==> src/verilog/latch_regs.sv <==
`timescale 1ns/100ps

module latch_regs (
	input  logic       clk_6m,
	input  logic       arst_n,
	input  logic [1:0] lth_we,
	input  logic [7:0] lth_data,
	output logic [7:0] latch0,
	output logic [7:0] latch1,
	output logic       latch0_n,
	output logic       latch1_n
);

	////////////////////////////////////////////////////////////
	// Output latches
	////////////////////////////////////////////////////////////

	// Both selects set writes both latches
	always_ff @(posedge clk_6m or negedge arst_n) begin
		if (!arst_n) begin
			latch0 <= 8'h00;
			latch1 <= 8'h00;
		end else begin
			if (lth_we[0]) latch0 <= lth_data;
			if (lth_we[1]) latch1 <= lth_data;
		end
	end

	// Strobes low for the clock the new value appears
	always_ff @(posedge clk_6m or negedge arst_n) begin
		if (!arst_n) begin
			latch0_n <= 1'b1;
			latch1_n <= 1'b1;
		end else begin
			latch0_n <= !lth_we[0];
			latch1_n <= !lth_we[1];
		end
	end

	// Slots never repeat, so each strobe is a single clock
	a_stb0_single: assert property (
		@(posedge clk_6m) disable iff (!arst_n)
		!latch0_n |=> latch0_n
	);

	a_stb1_single: assert property (
		@(posedge clk_6m) disable iff (!arst_n)
		!latch1_n |=> latch1_n
	);

endmodule

==> config.mk <==
export PLATFORM = sky130hd
export DESIGN_NAME = latch_regs
export DESIGN_NICKNAME = d
export VERILOG_FILES = /design/src/verilog/latch_regs.sv
export SDC_FILE = /design/constraint.sdc
export NUM_CORES = 1
export LEC_CHECK = 0
export BUFFER_PORTS_ARGS = -buffer_cell sky130_fd_sc_hd__buf_4
export CAP_MARGIN = 20
export CORE_AREA = 2 2 46 48
export DETAILED_ROUTE_END_ITERATION = 16
export DIE_AREA = 0 0 48 50
export MAX_ROUTING_LAYER = met4
export PLACE_DENSITY = 0.76
export SKIP_CTS_REPAIR_TIMING = 1
export SLEW_MARGIN = 20
export SYNTH_ARGS = -nofsm -noshare
export SYNTH_HDL_FRONTEND = slang
export SYNTH_SLANG_ARGS = --single-unit
==> constraint.sdc <==
create_clock -name clk_6m -period 0.8 [get_ports clk_6m]
set_input_delay 0.12 -clock clk_6m [delete_from_list [all_inputs] [get_ports clk_6m]]
set_output_delay 0.12 -clock clk_6m [all_outputs]
set_load 0.005 [all_outputs]
==> out/results.ini <==
[outcome]
status=complete, but fails checks
violations=setup timing

[yosys]
synth.distinct_cells=5
netlist_top_cells_count=dfrtp_1 (16), mux2_4 (16), buf_6 (2), dfstp_2 (2), inv_1 (2)
synth_seq_cells=18
avgSynthCellArea_um2=19.0
synth_area_um2=723
synth-edff-count=0
ys_warn_count=0
syn_inst=38
synth_top_area_share_pct=55.4
async_flop_share_pct=100
synthTopCellsByArea=dfrtp_1 (55%), mux2_4 (33%), dfstp_2 (7.3%)
synth_flop_cell=dfrtp_1
ys_seq_area_share_pct=62.6
netlist.top_cell.by_area=dfrtp_1
synthesis.nets=50

[finish]
post-route-util_pct=59.6
areaGrowthSynthToFinish_pct=56.7
fin_nets=92
fin_cells=106
diodes=0
multi_input_area_um2=240
drive_gt1_share_pct=75.9
final_area_mm2=0.00113
seq_area_um2=453
fillers=145

[power_and_ir_drop]
seqPwrFrac_pct=50.6
ir_drop_mv=0.859
pwr-share-comb_pct=23.4
power.internal_w=0.00164
p_per_area_mw_per_mm2=1860
power_leakage_nw=0.580
clockPowerShare_pct=26.0
swShare_pct=22.4
p_sw_w=0.000472

[route]
ant_nets=0
avgViaCountPerCell=4.37
vias=463
first_pass_iters=3
first_iter_violations=3
drc=0
wl_mm=1.50
wl_per_cell_um=14.1

[worst_setup_path]
critPathRequiredTime_ns=0.68
crit_family=flip-flops
slowest_delay_ns=0.55
end_kind=output port
cp.depth=1
critPathSlowestCell=dfstp_2
critical_path_class=flop to output port
cp_max_fo=1
critPathLaunchType=flop
cp_cell_sequence=buf_6
ff2ff_path_depth=2
crit_arrival_ns=0.94
critical_path_buf_inv_count=1

[timing]
timing.fmax_ghz=0.946
period_share_pct=132
finalHoldViolCount=0
whs_ns=0.0627
maxSlewViolCount=0
rsz0062_at_grt=yes
period_needed_ns=1.06
finalSetupViolCount=27
worst_pin_slew_ns=0.222
relSlewSlack_pct=85.2
setup_ws_ns=-0.257
fin_skew_ns=0

[placed_design]
post_dp_cell_area_um2=952
pre_cts_ws_ns=0.0281
finalWeightedCongestion=0.620
io_buffers=29
placedCellCount=92

[clock_tree]
cts-htree-levels=1
cts.path.max_buffers=2
insertion_delay_ns=0.28
clk_pin_slew_ns=0.10
clkSinkCount=18
cts_tree=done
cts_inserted_buffers=3
root_buffer=clkbuf_4

[floorplanning]
initial_core_util_pct=38.0
die_area_mm2=0.00240
die_y_um=50
coreArea_mm2=0.00190
die_x_um=48
ios=30
rows=16

[worst_hold_path]
hold_path_class=primary input to flop
hold_depth=2

[grt]
grt_overflow=0
antenna_found_initial=0
use_met3_pct=2.20
top_usage_layer=met2
grt_max_degree=19
grt_usage_pct=12.3
grt_pass1_vias=422
use_met1_pct=15.6
met2_usage_pct=16.7
grt_pass1_wl_mm=1.95

[run]
drv_cap=0

registers in the layout (all words and copies together), names as in the netlist:
| register | flops |
|---|---|
| latch0 | 8 |
| latch1 | 8 |
| latch0_n | 1 |
| latch1_n | 1 |
area by class of cell:
type                       instances  area share [%]
sequential                        18            40.0
timing repair buffer              39            32.0
multi-input combinational         16            21.2
clock buffer                       4            3.20
tap                               27            2.98
inverter                           2           0.662
cell families after synthesis:
family	after synthesis	synth area share (%)
buffers and inverters	4	4.15
multiplexers	16	33.2
flip-flops	18	62.6
per-layer routing:
| layer | routed length [um] | up-vias |
|---|---|---|
| met3 | 67 | 2 |
| met1 | 627 | 235 |
| met2 | 774 | 18 |
| met5 | 0 | - |
| li1 | - | 208 |
| met4 | 29 | 0 |
power by group through the flow:
stage / registers, W / logic, W / clock network, W
global route: 0.00107 / 0.000532 / 0.000599
finish: 0.00107 / 0.000495 / 0.000548
CTS: 0.00105 / 0.000375 / 0.000568
global placement: 0.00106 / 0.000369 / 0
detailed placement: 0.00106 / 0.000374 / 0
floorplan: 0.00107 / 0.000162 / 0
layout by cell type, fill, tap and decap left out:
master and instances:
buf_6 18, mux2_4 16, clkbuf_8 1, dfrtp_1 16, clkbuf_4 3, dlygate4sd3_1 1
dfstp_2 2, inv_1 2, buf_4 20
worst paths after layout:
path                                   to   startpoint  slack, ns
worst max-delay path             latch0_n     latch0_n      -0.26
worst min-delay path            latch0[1]  lth_data[1]       0.06
worst max register to register  latch1[5]    latch1[5]      -0.13
worst min register to register  latch1[1]    latch1[1]       0.55
max in group asynchronous        latch1_n       arst_n       0.33
min in group asynchronous       latch1[5]       arst_n       0.22
metrics by stage:
step                      TNS, ns  power, W
after floorplan                 0   0.00123
after global placement          0   0.00143
after detailed placement        0   0.00144
after CTS                   -2.93   0.00199
after global routing        -4.34   0.00221
final                       -3.61   0.00211
(Power assumes the default switching activity.)
