<file path="src/verilog/bus_pkg.sv">
package bus_pkg;

	////////////////////////////////////////////////////////////
	// CPU side request and response
	////////////////////////////////////////////////////////////

	// Request as held by a CPU port
	// Same layout for main and sub
	typedef struct packed {
		// Full 8K work RAM address
		logic [12:0] addr;
		// Write data, unused on a read
		logic [7:0]  wdata;
		// High for read
		logic        rnw;
		// Bit i steers a write to latch i
		logic [1:0]  lth;
	} bus_req_t;

	// Read data returned on ack
	typedef struct packed {
		logic [7:0] rdata;
	} bus_rsp_t;

	////////////////////////////////////////////////////////////
	// RAM side command
	////////////////////////////////////////////////////////////

	// One command per access slot
	typedef struct packed {
		// Access strobe
		logic        en;
		// Write when set, read otherwise
		logic        we;
		logic [12:0] addr;
		logic [7:0]  wdata;
	} ram_cmd_t;

	// Slot owner, follows 2H
	// Main in the low half, sub in the high half
	typedef enum logic {
		owner_main = 1'b0,
		owner_sub  = 1'b1
	} slot_owner_e;

endpackage

</file>
<file path="src/verilog/bus_mux.sv">
`timescale 1ns/100ps

module bus_mux import bus_pkg::*; #(
	parameter int ADDR_W = 13
) (
	input  logic        clk_6m,
	input  logic        arst_n,
	input  slot_owner_e owner,
	input  logic        acc,
	input  logic        main_pend,
	input  bus_req_t    main_held,
	input  logic        sub_pend,
	input  bus_req_t    sub_held,
	output logic        main_done,
	output logic        sub_done,
	output bus_rsp_t    rsp,
	output ram_cmd_t    ram_cmd,
	input  logic [7:0]  ram_rdata,
	output logic [1:0]  lth_we,
	output logic [7:0]  lth_data
);

	// Low ADDR_W address bits reach the RAM
	localparam int unsigned ADDR_WORDS = 2 ** ADDR_W;
	localparam logic [12:0] ADDR_MASK  = 13'(ADDR_WORDS - 1);

	////////////////////////////////////////////////////////////
	// Source select
	////////////////////////////////////////////////////////////

	bus_req_t    sel_req;
	logic        sel_pend;
	logic        issue;
	logic        to_lth;
	logic        done_r;
	slot_owner_e served;

	// Like the 257/157 pair switched by 2H
	assign sel_req  = (owner == owner_main) ? main_held : sub_held;
	assign sel_pend = (owner == owner_main) ? main_pend : sub_pend;

	// Access only in the owner's access clock
	assign issue  = acc && sel_pend;
	// Writes with a latch select skip the RAM
	assign to_lth = !sel_req.rnw && (sel_req.lth != 2'b00);

	always_comb begin
		ram_cmd.en    = issue && !to_lth;
		ram_cmd.we    = !sel_req.rnw;
		ram_cmd.addr  = sel_req.addr & ADDR_MASK;
		ram_cmd.wdata = sel_req.wdata;
	end

	assign lth_we   = (issue && to_lth) ? sel_req.lth : 2'b00;
	assign lth_data = sel_req.wdata;

	////////////////////////////////////////////////////////////
	// Completion
	////////////////////////////////////////////////////////////

	// Remember who got the slot
	always_ff @(posedge clk_6m or negedge arst_n) begin
		if (!arst_n) begin
			done_r <= 1'b0;
			served <= owner_main;
		end else begin
			done_r <= issue;
			if (issue) served <= owner;
		end
	end

	assign main_done = done_r && (served == owner_main);
	assign sub_done  = done_r && (served == owner_sub);
	// RAM data lands together with done
	assign rsp.rdata = ram_rdata;

	a_one_done: assert property (
		@(posedge clk_6m) disable iff (!arst_n)
		!(main_done && sub_done)
	);

endmodule

</file>
<file path="config.mk">
export PLATFORM = sky130hd
export DESIGN_NAME = bus_mux
export DESIGN_NICKNAME = d
export VERILOG_FILES = /design/src/verilog/bus_pkg.sv /design/src/verilog/bus_mux.sv
export SDC_FILE = /design/constraint.sdc
export NUM_CORES = 1
export LEC_CHECK = 0
export ABC_AREA = 1
export BUFFER_PORTS_ARGS = -buffer_cell sky130_fd_sc_hd__buf_4
export CAP_MARGIN = 20
export CORE_ASPECT_RATIO = 1.5
export CORE_MARGIN = 5
export CORE_UTILIZATION = 28
export CTS_BUF_LIST = sky130_fd_sc_hd__clkbuf_4 sky130_fd_sc_hd__clkbuf_8
export DETAILED_ROUTE_END_ITERATION = 7
export PLACE_DENSITY = 0.83
export SKIP_LAST_GASP = 1
export SYNTH_ARGS = -nofsm -noshare
export SYNTH_HDL_FRONTEND = slang
export SYNTH_SLANG_ARGS = --single-unit
</file>
<file path="constraint.sdc">
create_clock -name clk_6m -period 1 [get_ports clk_6m]
set_clock_uncertainty 0.1 [all_clocks]
set_input_delay 0.05 -clock clk_6m [delete_from_list [all_inputs] [get_ports clk_6m]]
set_output_delay 0.05 -clock clk_6m [all_outputs]
set_load 0.03 [all_outputs]
</file>
==> summary by stage, run 1 <==
Outcome
The flow ran to the end, but the final reports show violations. The checks that failed: setup timing.

CTS
The longest clock path from root to sink contains 2 buffers. The clock transition at the register clock pins on the worst setup and hold paths after CTS is 0.03 ns. CTS built an H-tree with a depth of 1. The clock sink count is 2. TritonCTS built the clock tree.

The clock latency on the worst-skew pair is 0.23 ns. The cell sitting at the root of the clock tree is a sky130_fd_sc_hd__clkbuf_4. Buffers inserted during clock tree synthesis total 3.

Worst hold path
The sink of the worst hold path is rsp[5]. Along the worst hold path, the cell count comes to 0. The class of the most critical hold timing path is primary input to output port.

The start point of the worst hold path is ram_rdata[5].

STA
The total count of hold-check failures in the final report came to 0. The highest attainable clock frequency is 937 MHz. The slew at the pin closest to its max-slew limit is 0.194 ns. The total of endpoints with negative setup slack in the final report is 3. The final cycle utilization of the critical path is 107%.

The worst pin sits at a relative slew slack of 87.0%. The final period demand of the worst path is 1.07 ns. The minimum hold slack is 0.0000116 ns. The number of max-slew violations in the final report is 0.

Once routing completed, OpenROAD measured the worst setup slack at -0.0676 ns. Setup repair after global routing could not meet its margin everywhere.

Floorplanning
The die is 47.5 µm wide. The full die area is 3150 µm². The die outline height is 66.3 µm. The total number of placement rows is 20. For this configuration, the core starts out at a cell density of 29.2%. The number of primary I/O pins is 105. The core box area is 2030 µm².

Critical path
The terminus of the critical flop-to-flop path is served. By startpoint and endpoint, the worst setup path is classified as register to output port. STA puts the critical path data arrival time at 0.92 ns. The path depth of the worst reg2reg path is 3.

Along the worst path, the maximum fanout reaches 3. The worst register-to-register path has a setup slack of 0.12 ns. The worst setup path is launched from a register. The startpoint of the worst-slack reg-to-reg timing path is served. The launch point of the worst path is served. STA classifies the critical path endpoint as an output port. The required time at the worst-slack endpoint is 0.85 ns.

The critical path goes through nor2_1 -> buf_4. On the critical path, the stage with the largest delay is an instance of sky130_fd_sc_hd__dfrtp_1. The delay of the slowest cell on the worst path is 0.38 ns.

Drt
The ratio of routed vias to standard cells is 4.50. The detail-routed net length per standard cell is 12.7 µm. The final wirelength is 2800 µm.

The DRC violations left is 0. The first TritonRoute pass finished after 4 iterations. The iteration-0 DRC count of the detailed router is 5. The post-detailed-route count of antenna-violating nets is 0. The total number of vias is 991.

Layout
The utilization of the core after routing is 66.8%. The antenna diode count is 0. The number of nets at the end of the flow is 262.

The sequential cells in the finished layout cover a total of 50.0 µm². Excluding fillers, the count of instances in the completed layout stands at 220. The synthesis-to-finish area growth is 129%. After filler insertion, the fill cell instance count of the layout stands at 181. The footprint of the multi-input gates is 413 µm².

The post-route netlist has 60.1% of its cells at a drive strength greater than 1.

Place
The number of buffers added on ports is 88. The final RePlAce weighted congestion is 0.653. The detailed-placement wirelength estimate is 2240 µm. Timing analysis after detailed placement gives a worst setup slack of -0.0755 ns. The number of placed instances, taps included is 211.

Synth
Yosys attributes the largest share of cell area to sky130_fd_sc_hd__nand2_1 (46%), sky130_fd_sc_hd__buf_4 (20%), sky130_fd_sc_hd__dfrtp_1 (8.5%). The netlist area before placement is 592 µm². In this run the mean area of a mapped cell was 5.10 µm².

During synthesis, Yosys emitted a total of 0 warnings. The synthesized design devotes to its leading area cell type 45.7% of total area. The netlist uses 15 different library cells.

The cell count after synthesis came out at 116. Counting flops and latches in the post-synthesis netlist gives 2. The number of nets in the synthesized netlist is 178.

The largest area contributor in the netlist is sky130_fd_sc_hd__nand2_1. The post-synthesis sequential area ratio is 8.46%.

Global route
The total overflow reported by the global router is 0. The first-pass GRT wire length is 3930 µm. Global routing consumed, over all layers together, 17.2% of the routing resources. The via count of the first global-routing pass is 996. The number of antenna violations at the first check in global routing came to 0. Entering global routing, the biggest net connects 16 pins.

Run
The max-cap check violation count is 0.

Power
The design draws 1090 µW. For this design the ratio of total power to cell area is 806 nW/µm². The static power due to leakage is 0.000832 µW. Across the VDD grid, the largest voltage drop is 461 µV.
## cell families (layout without fill, tap and decap cells)
kind of cell	Yosys count	in the layout	synth area share [%]
and+or+nand+nor	79	79	52.2
DFF	2	2	8.46
AOI/OAI and AO/OA	4	4	6.98
buffers and inverters	31	113	32.3
## how the worst max path moves through the flow
| stage | endpoint | slack (ns) | cells after the start |
|---|---|---|---|
| floorplan | lth_we[0] | -0.06 | 4 |
| global placement | lth_we[0] | 0.002 | 8 |
| detailed placement | lth_we[0] | -0.08 | 8 |
| CTS | lth_we[0] | -0.03 | 7 |
| global route | main_done | -0.09 | 2 |
| finish | main_done | -0.07 | 2 |
## per-stage QoR
step	instance area [µm²]	TNS, ns
final	1350	-0.0876
after global routing	1350	-0.155
after CTS	1330	-0.0896
after detailed placement	1210	-0.121
after global placement	1210	0
after floorplan	629	-0.0643
## power breakdown
part	leakage, µW	switching [µW]	internal (µW)
logic	0.000793	426	372
clock network	0.0000138	62.6	134
registers	0.0000252	5.90	90.1
total	0.000832	495	596
## worst max-delay path, delay by kind of cell (launching register included)
family | cells | cell delay (ns)
and+or+nand+nor | 1 | 0.13
DFF | 1 | 0.38
buffers and inverters | 1 | 0.17
## per-layer routing
metal | vias to the layer above | part of all wire (%) | track usage [%]
met4 | 0 | 3.6 | 10.4
li1 | 489 | - | -
met2 | 64 | 54 | 33.1
met1 | 428 | 28 | 14.0
met5 | - | 0 | 0
met3 | 10 | 13 | 4.63
## layout make-up
| class | count | area share (%) |
|---|---|---|
| Sequential cell | 2 | 3.70 |
| Multi-Input combinational cell | 83 | 30.5 |
| Tap cell | 22 | 2.03 |
| Clock buffer | 3 | 1.66 |
| Timing Repair Buffer | 100 | 58.8 |
| Inverter | 10 | 3.33 |
## flip-flops by register name, summed over array words and instances (netlist names)
register	flops
done_r	1
served	1
## cell usage in the layout, fill, tap and decap left out
cell type                        n
sky130_fd_sc_hd__buf_12          1
sky130_fd_sc_hd__nand2_1        63
sky130_fd_sc_hd__nand3_4         1
sky130_fd_sc_hd__o21ai_4         1
sky130_fd_sc_hd__inv_8           1
sky130_fd_sc_hd__a21boi_2        1
sky130_fd_sc_hd__dfrtp_1         2
sky130_fd_sc_hd__buf_16          1
sky130_fd_sc_hd__dlygate4sd3_1   2
sky130_fd_sc_hd__o21ai_0         1
sky130_fd_sc_hd__nor2_4          2
sky130_fd_sc_hd__nand2_4         2
sky130_fd_sc_hd__buf_4          94
sky130_fd_sc_hd__nor2_1          1
sky130_fd_sc_hd__clkbuf_4        3
sky130_fd_sc_hd__a21oi_4         1
sky130_fd_sc_hd__nand2_2         9
sky130_fd_sc_hd__buf_6           2
sky130_fd_sc_hd__nand3_1         1
sky130_fd_sc_hd__inv_1           9
## synth_stat cells
cell,number
sky130_fd_sc_hd__inv_4,1
sky130_fd_sc_hd__nand3_2,1
sky130_fd_sc_hd__dfrtp_1,2
sky130_fd_sc_hd__nand2_2,2
sky130_fd_sc_hd__buf_4,16
sky130_fd_sc_hd__nand2_1,72
sky130_fd_sc_hd__o21ai_0,1
sky130_fd_sc_hd__buf_2,4
sky130_fd_sc_hd__nor2_1,3
sky130_fd_sc_hd__a21boi_2,1
sky130_fd_sc_hd__inv_1,9
sky130_fd_sc_hd__buf_6,1
sky130_fd_sc_hd__o21ai_2,1
sky130_fd_sc_hd__a21oi_4,1
sky130_fd_sc_hd__nand3_1,1
## repair_timing
action,CTS,global route
pin swaps,5,2
gates cloned,1,0
buffers inserted,2,1
endpoints found under the setup margin,5,4
hold endpoints to repair,4,0
hold buffers,2,0
gates resized for setup,10,3
Power figures use the tool's default switching activity.
==> run 2: changes to the inputs <==
==> constraint.sdc (replaced) <==
create_clock -name clk_6m -period 1.25 [get_ports clk_6m]
set_clock_uncertainty 0.1 [all_clocks]
set_input_delay 0.0625 -clock clk_6m [delete_from_list [all_inputs] [get_ports clk_6m]]
set_output_delay 0.0625 -clock clk_6m [all_outputs]
set_load 0.03 [all_outputs]
==> run 2 against run 1 <==
The flow now finishes without violations. Final cell count decreased by 4.1%. Hold slack improved by 0.0019 ns. Sequential power decreased by 20%. Via count decreased by 6.1%. Clock-buffer cell count unchanged. Largest cell class unchanged.
==> summary by stage, run 2 (synthesized netlist as in run 1, its figures left out) <==
Outcome
The run finished with clean final reports.

Layout
Leaving out fill and tap cells, the most frequent cell in the layout is sky130_fd_sc_hd__buf_4. Leaving out fill and tap cells, the most frequent cells in the layout are sky130_fd_sc_hd__buf_4 (90), sky130_fd_sc_hd__nand2_1 (72), sky130_fd_sc_hd__inv_1 (9), sky130_fd_sc_hd__nor2_1 (3), sky130_fd_sc_hd__clkbuf_4 (3). The layout has 200 filler cells.

The largest registers in the layout are done_r x1, served x1. Registers take 50.0 µm². Once layout is complete, the utilization of the core stands at 58.0%. The layout cell share with drive strength beyond 1 is 52.9%. In the final layout, the multi-input gates occupy 350 µm².

The number of antenna diodes in the final layout is 0. The number of nets at the end of the flow is 253. The synthesis-to-finish area growth is 98.7%.

Drt
The detailed router put a total of 787 µm of wire on met1. The ratio of routed vias to standard cells is 4.41. In the routed design, unresolved DRC markers number 0. The number of detailed-routing iterations run before antenna repair is 3. Detailed routing inserted a total of 931 vias.

The iteration-0 DRC count of the detailed router is 5. The post-detailed-route count of antenna-violating nets is 0. The detail-routed net length per standard cell is 11.5 µm. The routed design uses 1230 µm of met2 wire. The amount of wire on met3 after detailed routing is 358 µm. Summed over all layers, the routed wires come to 2430 µm. After detailed routing, no signal wire sits above met4.

Power
The power density normalized to cell area is 675 nW/µm². The static power due to leakage is 0.000765 µW. The worst-case IR drop observed on VDD is 331 µV.

STA
Static timing analysis puts the maximum clock frequency at 906 MHz. Setup repair after global routing left no endpoint under its margin. The number of max-slew violations in the final report is 0. The total count of hold-check failures in the final report was 0. The minimum hold slack is 0.00188 ns. The total of endpoints with negative setup slack in the final report is 0.

After layout, the worst path uses 88.3% of the clock period. The worst slew margin relative to its limit is 87.1%. The worst path needs 1.10 ns of the cycle, external delays included. At the pin with the least slew margin, the transition time is 0.193 ns.

Critical path
The terminus of the critical flop-to-flop path is served. The required time at the worst-slack endpoint is 1.09 ns. STA puts the critical path data arrival time at 0.94 ns.

The startpoint of the worst-slack reg-to-reg timing path is served. Along the worst path, the maximum fanout reaches 13. The worst setup path is launched from a primary input. The critical path class is primary input to output port.

The worst-case register-to-register setup slack is 0.49 ns. The end point of the critical path is lth_we[0]. The path depth of the worst reg2reg path is 2. The launch point of the worst path is owner. The category of the worst setup path capture point is an output port.

Global route
The pin count of the biggest net entering global routing is 20. The combined global-route utilization of all metal layers is 15.1%. For this run the aggregate overflow at the end of global routing stands at 0. The via count of the first global-routing pass is 883. The first global-routing pass estimated 3490 µm of wire.

The number of antenna violations at the first check in global routing is 0.

Place
After legalization and detailed placement, the total HPWL measured 2110 µm. The final RePlAce weighted congestion is 0.690. In this run the tool buffered the top-level ports with 88 buffer cells.

Floorplanning
The initial cell density of the core is 29.2%. The number of primary I/O pins is 105. The die covers 3150 µm². The die outline height is 66.3 µm. In this run the standard cell core region covers 2030 µm².

The total number of placement rows is 20. The overall die width is 47.5 µm.

CTS
The clock tree root buffer cell is sky130_fd_sc_hd__clkbuf_4. The number of levels in the clock H-tree is 1. The number of buffers on the longest clock path is 2.

Counting the buffers created by CTS gives 3. The clock sink count is 2. The clock reaches the later pin of the worst-skew pair after 0.23 ns. After clock tree synthesis, the clock-pin slew on the worst setup and hold paths is 0.03 ns. Once the clock tree was built, the setup fixing pass inserted 0 buffers.

TritonCTS built the clock tree.

Worst hold path
The worst hold path belongs to the class primary input to register. The worst hold path passes through 3 cells.

Run
Max-cap violations in this run came to 0.
## run 2: power breakdown
part | internal (µW) | total, µW | leakage [µW] | switching [µW]
clock network | 107 | 151 | 0.0000138 | 44.2
registers | 72.1 | 77.0 | 0.0000252 | 4.88
logic | 252 | 566 | 0.000726 | 314
## run 2: what timing repair did
item / 4_1_cts / 5_1_grt
gates resized for setup: 0 / 0
hold buffers: 1 / 0
endpoints found under the hold margin: 2 / 0
## run 2: per-stage QoR
stage / TNS, ns / instances / instance area (µm²) / power [µW] / setup slack [ns]
global route: 0 / 211 / 1180 / 842 / 0.0452
floorplan: -0.0648 / 116 / 592 / 444 / -0.0324
detailed placement: 0 / 207 / 1140 / 647 / 0.149
global placement: 0 / 207 / 1140 / 638 / 0.195
CTS: 0 / 211 / 1180 / 805 / 0.148
finish: 0 / 211 / 1180 / 793 / 0.146
## run 2: metal layers
metal	vias up	global-route usage [%]
met1	387	14.8
met4	0	8.08
li1	472	-
met5	-	0
met2	66	27.0
met3	6	3.54
## run 2: how the worst min path moves through the flow
stage / start / endpoint / slack, ns
3_5_place_dp: arst_n / served / -0.25
3_3_place_gp: arst_n / done_r / -0.25
2_1_floorplan: arst_n / done_r / -0.33
6_report: acc / served / 0.002
5_1_grt: ram_rdata[6] / rsp[6] / 0.03
4_1_cts: acc / served / 0.004
## run 2: cell type report
class	instances	share of cell area, %
Clock buffer	3	1.91
Inverter	10	3.40
Multi-Input combinational cell	83	29.8
Sequential cell	2	4.26
Tap cell	22	2.34
Timing Repair Buffer	91	58.3
## run 2: critical path, cell delays in order
cell and delay [ns]:
sky130_fd_sc_hd__buf_4 0.16, sky130_fd_sc_hd__inv_4 0.13, sky130_fd_sc_hd__nand2_2 0.08, sky130_fd_sc_hd__a21oi_4 0.17, sky130_fd_sc_hd__nand3_2 0.09, sky130_fd_sc_hd__nor2_1 0.10, sky130_fd_sc_hd__buf_4 0.17
