===== src/verilog/bus_pkg.sv =====
package bus_pkg;

	////////////////////////////////////////////////////////////
	// CPU side request and response
	////////////////////////////////////////////////////////////

	// Request as held by a CPU port
	// Same layout for main and sub
	typedef struct packed {
		// Full 8K work RAM address
		logic [12:0] addr;
		// Write data, unused on a read
		logic [7:0]  wdata;
		// High for read
		logic        rnw;
		// Bit i steers a write to latch i
		logic [1:0]  lth;
	} bus_req_t;

	// Read data returned on ack
	typedef struct packed {
		logic [7:0] rdata;
	} bus_rsp_t;

	////////////////////////////////////////////////////////////
	// RAM side command
	////////////////////////////////////////////////////////////

	// One command per access slot
	typedef struct packed {
		// Access strobe
		logic        en;
		// Write when set, read otherwise
		logic        we;
		logic [12:0] addr;
		logic [7:0]  wdata;
	} ram_cmd_t;

	// Slot owner, follows 2H
	// Main in the low half, sub in the high half
	typedef enum logic {
		owner_main = 1'b0,
		owner_sub  = 1'b1
	} slot_owner_e;

endpackage


===== src/verilog/cpu_port.sv =====
`timescale 1ns/100ps

module cpu_port import bus_pkg::*; (
	input  logic     clk_6m,
	input  logic     arst_n,
	// CPU side, four phase
	input  logic     req,
	input  bus_req_t cmd,
	output logic     ack,
	output bus_rsp_t rsp,
	// Bus side
	output logic     pend,
	output bus_req_t held,
	input  logic     done,
	input  bus_rsp_t done_rsp
);

	////////////////////////////////////////////////////////////
	// Handshake FSM
	////////////////////////////////////////////////////////////

	typedef enum logic [1:0] {
		st_idle,
		st_pend,
		st_ack,
		st_rel
	} state_t;

	state_t state;

	always_ff @(posedge clk_6m or negedge arst_n) begin
		if (!arst_n) begin
			state <= st_idle;
		end else begin
			case (state)
				// Wait for req
				st_idle: if (req) state <= st_pend;
				// Wait for the bus to serve our slot
				st_pend: if (done) state <= st_ack;
				// Hold ack until the CPU lets go
				st_ack:  if (!req) state <= st_rel;
				// One clock with ack low before a new req is taken
				st_rel:  state <= st_idle;
				default: state <= st_idle;
			endcase
		end
	end

	// Request held for the mux
	// Captured once as req is seen
	always_ff @(posedge clk_6m or negedge arst_n) begin
		if (!arst_n) begin
			held <= '0;
		end else if (state == st_idle && req) begin
			held <= cmd;
		end
	end

	// Read data kept on done until the next access
	always_ff @(posedge clk_6m or negedge arst_n) begin
		if (!arst_n) begin
			rsp <= '0;
		end else if (done) begin
			rsp <= done_rsp;
		end
	end

	assign pend = (state == st_pend);
	// Ack rises the clock after done
	assign ack  = (state == st_ack);

	// CPU keeps cmd steady for the whole transfer
	a_cmd_stable: assert property (
		@(posedge clk_6m) disable iff (!arst_n)
		(req && !ack) |=> (!req || $stable(cmd))
	);

	// Mux only answers a port it was serving
	a_done_pend: assert property (
		@(posedge clk_6m) disable iff (!arst_n)
		done |-> pend
	);

endmodule


===== config.mk =====
export PLATFORM = sky130hd
export DESIGN_NAME = cpu_port
export DESIGN_NICKNAME = d
export VERILOG_FILES = /design/src/verilog/bus_pkg.sv /design/src/verilog/cpu_port.sv
export SDC_FILE = /design/constraint.sdc
export NUM_CORES = 1
export LEC_CHECK = 0
export BUFFER_PORTS_ARGS = -buffer_cell sky130_fd_sc_hd__buf_2
export CAP_MARGIN = 10
export CORE_ASPECT_RATIO = 1.75
export CORE_UTILIZATION = 48
export DETAILED_ROUTE_END_ITERATION = 10
export GPL_TIMING_DRIVEN = 0
export PLACE_DENSITY = 0.83
export SLEW_MARGIN = 20
export SYNTH_ARGS = -nofsm -noshare
export SYNTH_HDL_FRONTEND = slang
export SYNTH_SLANG_ARGS = --single-unit

===== constraint.sdc =====
create_clock -name clk_6m -period 2.6 [get_ports clk_6m]
set_clock_uncertainty 0.15 [all_clocks]
set_input_delay 0 -clock clk_6m [delete_from_list [all_inputs] [get_ports clk_6m]]
set_output_delay 0 -clock clk_6m [all_outputs]
set_load 0.02 [all_outputs]

==> flow_summary.ini, run 1 <==
[sta]
hold_violations = 0
slew_violations = 0
rsz0062_at_grt = no
setup_violations = 0
max_freq_mhz = 567
slew_headroom = 0.511
post-route-period-util = 0.678
fin_crit_ns = 1.76
tns_ns = 0
worst_pin_slew_ns = 0.734

[cells_and_area]
antenna_cells = 0
final_cell_area_mm2 = 0.00232
fin_nets = 239
drive_above_1_share = 0.575
syn2layout_area_growth_pct = 61.6

[die]
core_mm2 = 0.00278
initial_core_util = 0.517
die_y_um = 74.4
core.rowCount = 25
die_area_mm2 = 0.00323
io_pins = 70
die_w_um = 43.4

[clocking]
clk_pin_slew_ns = 0.06
clkLatencyLatePin_ns = 0.27
ctsHoldBuffers = 42
cts_resized = 0
cts_buffers = 5
clk_path_buf_depth = 2
cts.sinks = 34
root_buffer = clkbuf_8
htree_levels = 2
cts_tree = done
postCtsSetupBuffers = 0

[detailed_routing]
drt_iter0_markers = 23
vias = 1125
drc = 14
wl_per_cell_um = 15.7
ant_nets = 0
routed_wl_um = 3560
dr.pass1.iters = 7
avgViaCountPerCell = 4.96

[critical_path]
startpoint_type = flip-flop
cp_data_required_time_ns = 2.61
critPathMaxFanout = 3
crit_arrival_ns = 1.77
cp-end-kind = flip-flop
criticalPathCategory = reg2reg

[synthesis]
ys_types = 12
yosys_warnings = 0
synth_top_area_cell = dfrtp_1
synth_area_leaders = dfrtp_1 (59%), mux2_4 (21%), mux2_2 (10%)
synth_nets = 122
yosysSeqAreaShare = 0.591
synthesis.area_mm2 = 0.00144
synth_top_area_frac = 0.591
avgSynthCellArea_um2 = 17.5
synthCells = 82
ys_seq_elements = 34

[job]
maxCapViolCount = 0

[placed_design]
gp_congestion = 0.674
hpwl_um = 2040
io_buffer_count = 68
placed_cell_area_mm2 = 0.00181

[global_routing]
grt_pass1_vias = 1233
gr-total-overflow = 0
grt_pass1_wl_um = 5470
antenna_found_initial = 0
gr-usage-all-layers = 0.241
grt_start_max_net_pins = 35

[run_status]
status = finished with violations
violations = DRC

[pwr]
p_leak_nw = 1.21
powerDensity_mw_per_mm2 = 1050
total_power_mw = 2.45
ir_worst_vdd_mv = 0.697

[hold_path]
hold_class = in2reg
-- cell usage after synthesis (all sizes together) --
cell     n
inv      2
mux2    33
buf      3
a211oi   1
dfrtp   34
ha       4
o32a     1
nor2b    2
or2      1
nand2    1
-- power breakdown --
group / switching, mW / total, mW / internal, mW / leakage [nW]
clock: 0.172 / 0.385 / 0.213 / 0.0482
sequential: 0.123 / 0.876 / 0.753 / 0.401
combinational: 0.581 / 1.18 / 0.603 / 0.761
-- through the flow --
| stage | worst slack (ns) | hold WS [ns] | util | std cells |
|---|---|---|---|---|
| after floorplan | 0.964 | -0.446 | - | 82 |
| after global placement | 0.946 | -0.0638 | 0.651 | 177 |
| after detailed placement | 0.883 | -0.0433 | 0.651 | 177 |
| after CTS | 0.849 | 0.0358 | 0.835 | 227 |
| after global routing | 0.749 | 0.0755 | 0.835 | 227 |
| final | 0.837 | 0.0489 | 0.835 | 227 |
-- critical path, stage by stage (launching register included) --
cell and delay, ns:
dfrtp_1 0.40, inv_1 0.10, ha_1 0.24, nor2b_1 0.16, a211oi_2 0.25, mux2_2 0.36
-- per-layer routing --
| layer | wire, um | part of all wire | global-route usage | up-vias |
|---|---|---|---|---|
| li1 | - | - | - | 517 |
| met1 | 1260 | 0.35 | 0.233 | 552 |
| met2 | 2020 | 0.57 | 0.466 | 49 |
| met3 | 210 | 0.059 | 0.0607 | 7 |
| met4 | 68 | 0.019 | 0.101 | 0 |
| met5 | 0 | 0 | 0 | - |
-- placed cells by master, fill, tap and decap left out --
| cell type | netlist | routed |
|---|---|---|
| a211oi_2 | 1 | 1 |
| ha_1 | 4 | 4 |
| clkinv_2 | 0 | 1 |
| or2_2 | 1 | 1 |
| clkbuf_8 | 0 | 6 |
| dfrtp_1 | 34 | 34 |
| mux2_2 | 13 | 13 |
| dlygate4sd3_1 | 0 | 42 |
| buf_6 | 3 | 3 |
| buf_2 | 0 | 68 |
| clkbuf_1 | 0 | 1 |
| nor2b_2 | 1 | 1 |
| mux2_4 | 20 | 20 |
| nand2_2 | 1 | 1 |
| nor2b_1 | 1 | 1 |
| inv_1 | 2 | 2 |
| o32a_1 | 1 | 1 |
-- state kept, by name (all words and copies together), names as in the netlist --
register and cells:
held 24, rsp 8, state 2
-- cell type report --
| cell class | instances | area (um^2) |
|---|---|---|
| Clock inverter | 1 | 5.00 |
| Buffer | 3 | 33.8 |
| Tap cell | 27 | 33.8 |
| Sequential cell | 34 | 851 |
| Multi-Input combinational cell | 43 | 547 |
| Timing Repair Buffer | 110 | 761 |
| Inverter | 2 | 7.51 |
| Clock buffer | 7 | 86.3 |
| Fill cell | 144 | 459 |
-- worst paths after layout --
path,start,endpoint,slack (ns),cells past startpoint
worst min register to register,held[15],held[15],0.35,1
worst max register to register,state[0],state[1],0.84,5
worst max-delay path,state[0],state[1],0.84,5
min in group asynchronous,arst_n,held[23],0.16,2
worst min-delay path,done,state[0],0.05,3
max in group asynchronous,arst_n,held[17],1.67,2
-- cell families after synthesis --
logic type,after synthesis,synth area share
buffers and inverters,5,0.0287
adders and majority gates,4,0.0348
DFF,34,0.591
AOI/OAI and AO/OA,2,0.0157
and+or+nand+nor,4,0.0191
muxes,33,0.310
Power figures use the tool's default switching activity.
==> inputs of run 2 (changes only) <==
--- a/config.mk
+++ b/config.mk
@@ -8,10 +8,10 @@
 export BUFFER_PORTS_ARGS = -buffer_cell sky130_fd_sc_hd__buf_2
 export CAP_MARGIN = 10
 export CORE_ASPECT_RATIO = 1.75
-export CORE_UTILIZATION = 48
+export CORE_UTILIZATION = 41
 export DETAILED_ROUTE_END_ITERATION = 10
 export GPL_TIMING_DRIVEN = 0
-export PLACE_DENSITY = 0.83
+export PLACE_DENSITY = 0.75
 export SLEW_MARGIN = 20
 export SYNTH_ARGS = -nofsm -noshare
 export SYNTH_HDL_FRONTEND = slang
==> constraint.sdc (replaced) <==
create_clock -name clk_6m -period 1.43 [get_ports clk_6m]
set_clock_uncertainty 0.15 [all_clocks]
set_input_delay 0 -clock clk_6m [delete_from_list [all_inputs] [get_ports clk_6m]]
set_output_delay 0 -clock clk_6m [all_outputs]
set_load 0.02 [all_outputs]
==> flow_summary.ini, run 2 (synthesis gave the netlist of run 1 again) <==
[sta]
fin_ws_ns = -0.206
tns_ns = -4.53
post-route-period-util = 1.14
slew_headroom = 0.500
setup_violations = 26
max_freq_mhz = 611
fin_crit_ns = 1.64
worst_pin_slew_ns = 0.750
rsz0062_at_grt = yes
hold_violations = 0
slew_violations = 0

[detailed_routing]
ant_nets = 0
avgViaCountPerCell = 4.58
dr.pass1.iters = 3
drt_iter0_markers = 19
vias = 1145
wl_per_cell_um = 15.2
routed_wl_um = 3810
drc = 0

[die]
die_y_um = 80.4
core.rowCount = 28
die_area_mm2 = 0.00376
io_pins = 70
initial_core_util = 0.428
die_w_um = 46.8
core_mm2 = 0.00336

[clocking]
clkLatencyLatePin_ns = 0.28
clk_path_buf_depth = 2
cts_buffers = 5
root_buffer = clkbuf_8
clk_pin_slew_ns = 0.07
cts.sinks = 34
cts_tree = done
htree_levels = 2

[placed_design]
io_buffer_count = 68
hpwl_um = 2100
gp_congestion = 0.676
dp_slack_ns = -0.242

[cells_and_area]
antenna_cells = 0
top_regs = held (24), rsp (8), state (2)
top_register = held
finish.utilization = 0.753
syn2layout_area_growth_pct = 76.0
layout_common_cells = buf_2 (68), dfrtp_1 (34), dlygate4sd3_1 (34)
largest_register_ffs = 24
final_common_cell = buf_2
drive_above_1_share = 0.663
fin_nets = 244

[critical_path]
critPathMaxFanout = 8
path_cells = inv_2, ha_4, buf_12, nand2_8, clkbuf_16, mux2_4
criticalPathCategory = reg2reg
cp-end-kind = flip-flop
cp_data_required_time_ns = 1.45
crit_path_max_incr_delay_ns = 0.40
crit_arrival_ns = 1.65
cp_slowest_cell = dfrtp_1
startpoint_type = flip-flop

[run_status]
status = finished with violations
violations = setup timing

[hold_path]
hold_class = in2reg

[job]
maxCapViolCount = 0

[pwr]
powerDensity_mw_per_mm2 = 2010
ir_worst_vdd_mv = 1.42
total_power_mw = 5.09
p_leak_nw = 1.30

[global_routing]
gr-total-overflow = 0
antenna_found_initial = 0
grt_pass1_vias = 1236
grt_start_max_net_pins = 35
gr-usage-all-layers = 0.214
grt_pass1_wl_um = 5570
-- run 2: metal layers --
layer / routed length (um) / track usage / up-vias
li1: - / - / 528
met1: 1400 / 0.215 / 557
met2: 2160 / 0.394 / 56
met3: 198 / 0.0584 / 4
met4: 46 / 0.0743 / 0
met5: 0 / 0 / -
-- run 2: layout make-up --
type / instances / area [um^2]
clock inverter: 2 / 12.5
clock buffer: 6 / 82.6
buffer: 3 / 51.3
timing repair buffer: 115 / 847
sequential: 34 / 851
multi-input combinational: 43 / 624
inverter: 2 / 7.51
tap: 45 / 56.3
fill: 207 / 831
-- run 2: worst max-delay path: cells and delay by family, from the launching register on --
family	cells	cell delay, ns
simple gates	1	0.10
fa+ha+maj	1	0.16
buf+inv	3	0.41
flops	1	0.40
mux	1	0.30
-- run 2: final timing paths --
| check | from | end | slack, ns | depth (start not counted) |
|---|---|---|---|---|
| worst max-delay path | state[1] | held[1] | -0.21 | 6 |
| worst min-delay path | req | state[0] | 0.06 | 3 |
| worst min register to register | rsp[0] | rsp[0] | 0.36 | 1 |
| min in group asynchronous | arst_n | held[8] | 0.17 | 2 |
| max in group asynchronous | arst_n | held[15] | 0.48 | 2 |
| worst max register to register | state[1] | held[1] | -0.21 | 6 |
-- run 2: per-stage QoR --
step	hold slack [ns]	instance area [um^2]	cells
floorplan	-0.446	1470	82
global placement	-0.0587	1870	195
detailed placement	-0.0365	1870	195
CTS	0.0419	2470	246
global route	0.0636	2530	250
finish	0.0588	2530	250
-- run 2: repair_timing --
item	in CTS	in global routing
endpoints found under the hold margin	66	0
setup buffers	8	3
hold buffers	34	0
setup endpoints to repair	26	26
gates resized for setup	15	4
gates cloned	1	1
pin swaps	2	2
-- run 2: power breakdown --
part	switching, mW	internal [mW]
clock	0.350	0.387
sequential	0.243	1.37
combinational	1.22	1.52
==> inputs of run 3 (changes only) <==
--- a/config.mk
+++ b/config.mk
@@ -7,11 +7,13 @@
 export LEC_CHECK = 0
 export BUFFER_PORTS_ARGS = -buffer_cell sky130_fd_sc_hd__buf_2
 export CAP_MARGIN = 10
+export CELL_PAD_IN_SITES_DETAIL_PLACEMENT = 0
+export CELL_PAD_IN_SITES_GLOBAL_PLACEMENT = 2
 export CORE_ASPECT_RATIO = 1.75
-export CORE_UTILIZATION = 41
+export CORE_UTILIZATION = 26
 export DETAILED_ROUTE_END_ITERATION = 10
 export GPL_TIMING_DRIVEN = 0
-export PLACE_DENSITY = 0.75
+export PLACE_DENSITY_LB_ADDON = 0.1
 export SLEW_MARGIN = 20
 export SYNTH_ARGS = -nofsm -noshare
 export SYNTH_HDL_FRONTEND = slang
==> flow_summary.ini, run 3 (synthesis gave the netlist of run 1 again) <==
[clocking]
cts.sinks = 34
cts_tree = done
clk_pin_slew_ns = 0.07
clkLatencyLatePin_ns = 0.28
root_buffer = clkbuf_8
cts_buffers = 5
htree_levels = 2
clk_path_buf_depth = 2

[pwr]
p_leak_nw = 1.27
powerDensity_mw_per_mm2 = 1980
total_power_mw = 5.01
ir_worst_vdd_mv = 1.12

[cells_and_area]
final_cell_area_mm2 = 0.00253
layout_common_cells = buf_2 (68), dfrtp_1 (34), dlygate4sd3_1 (34)
antenna_cells = 0
final_common_cell = buf_2
top_register = held
top_regs = held (24), rsp (8), state (2)
largest_register_ffs = 24
syn2layout_area_growth_pct = 76.0
fin_nets = 241
drive_above_1_share = 0.658

[detailed_routing]
vias = 1106
dr.pass1.iters = 3
wl_per_cell_um = 11.8
met3WireLength_um = 139
wl_met1_um = 1300
drc = 0
top_layer = met4
ant_nets = 0
avgViaCountPerCell = 4.01
drt_iter0_markers = 19
met2_length_um = 1750
routed_wl_um = 3250

[sta]
post-route-period-util = 1.13
fin_crit_ns = 1.62
hold_violations = 0
slew_violations = 0
whs_ns = 0.0544
worst_pin_slew_ns = 0.756
max_freq_mhz = 616
slew_headroom = 0.496
rsz0062_at_grt = yes
fin_ws_ns = -0.193
setup_violations = 26

[die]
initial_core_util = 0.272
core.rowCount = 35
die_y_um = 100
die_area_mm2 = 0.00585
core_mm2 = 0.00530
io_pins = 70
die_w_um = 58.2

[placed_design]
hpwl_um = 2040
io_buffer_count = 68
placed_cell_area_mm2 = 0.00191
dp_slack_ns = -0.195
gp_congestion = 0.619

[global_routing]
grt_pass1_vias = 1090
grt_pass1_wl_um = 4970
antenna_found_initial = 0
gr-total-overflow = 0
gr-usage-all-layers = 0.113
grt_start_max_net_pins = 35

[critical_path]
cp-end-kind = flip-flop
reg2reg_from = state[0]
crit_arrival_ns = 1.64
critPathMaxFanout = 3
reg2regPathDepth = 5
cp_data_required_time_ns = 1.44
startpoint_type = flip-flop
criticalPathCategory = reg2reg
r2r-end = state[1]
reg2reg_slack_ns = -0.19

[hold_path]
worstHoldStart = req
hold_class = in2reg
hold_depth = 3
min_to = state[0]

[run_status]
violations = setup timing
status = finished with violations

[job]
maxCapViolCount = 0
-- run 3: cell count changes in the layout (fill, tap and decap cells not counted), sizes merged --
cell	previous run	this run
clkinvlp	1	0
clkinv	1	0
clkbuf	7	10
buf	83	79
-- run 3: metal layers --
layer  vias up  GRT usage
li1        519          -
met1       540      0.122
met2        41      0.201
met3         6     0.0271
met4         0     0.0549
met5         -          0
-- run 3: layout make-up --
class | instances | area [um^2]
fill | 467 | 2770
sequential | 34 | 851
timing repair buffer | 112 | 811
multi-input combinational | 43 | 609
clock buffer | 8 | 110
tap | 74 | 92.6
buffer | 3 | 51.3
inverter | 2 | 7.51
-- run 3: power by group --
group | internal [mW] | total (mW) | switching [mW]
logic | 1.44 | 2.61 | 1.16
registers | 1.37 | 1.58 | 0.211
clock network | 0.486 | 0.819 | 0.333
-- run 3: worst max-delay path by stage --
stage / cells past startpoint / slack, ns / end / startpoint
after detailed placement: 5 / -0.20 / held[13] / state[0]
after global placement: 5 / -0.18 / held[1] / state[0]
after global routing: 5 / -0.24 / state[1] / state[0]
after CTS: 5 / -0.17 / state[1] / state[0]
after floorplan: 5 / -0.12 / state[1] / state[1]
final: 5 / -0.19 / state[1] / state[0]
-- run 3: timing repair --
item                                    CTS  global route
resized for setup                        10             1
hold buffers                             33             1
pin swaps                                 3             1
endpoints found under the setup margin   26            22
gates cloned                              0             2
setup buffers                             4             4
endpoints found under the hold margin    67             8
-- run 3: critical path, cell delays in order (launching register included) --
cell	delay (ns)
dfrtp_1	0.38
inv_2	0.08
ha_4	0.17
nor2b_4	0.13
a211oi_2	0.27
mux2_4	0.33
-- run 3: through the flow --
step,utilization,cells,TNS [ns]
2_1_floorplan,-,82,-1.76
6_report,0.478,276,-3.84
3_3_place_gp,0.360,224,-4.00
3_5_place_dp,0.360,224,-4.16
5_1_grt,0.478,276,-4.91
4_1_cts,0.457,269,-1.83
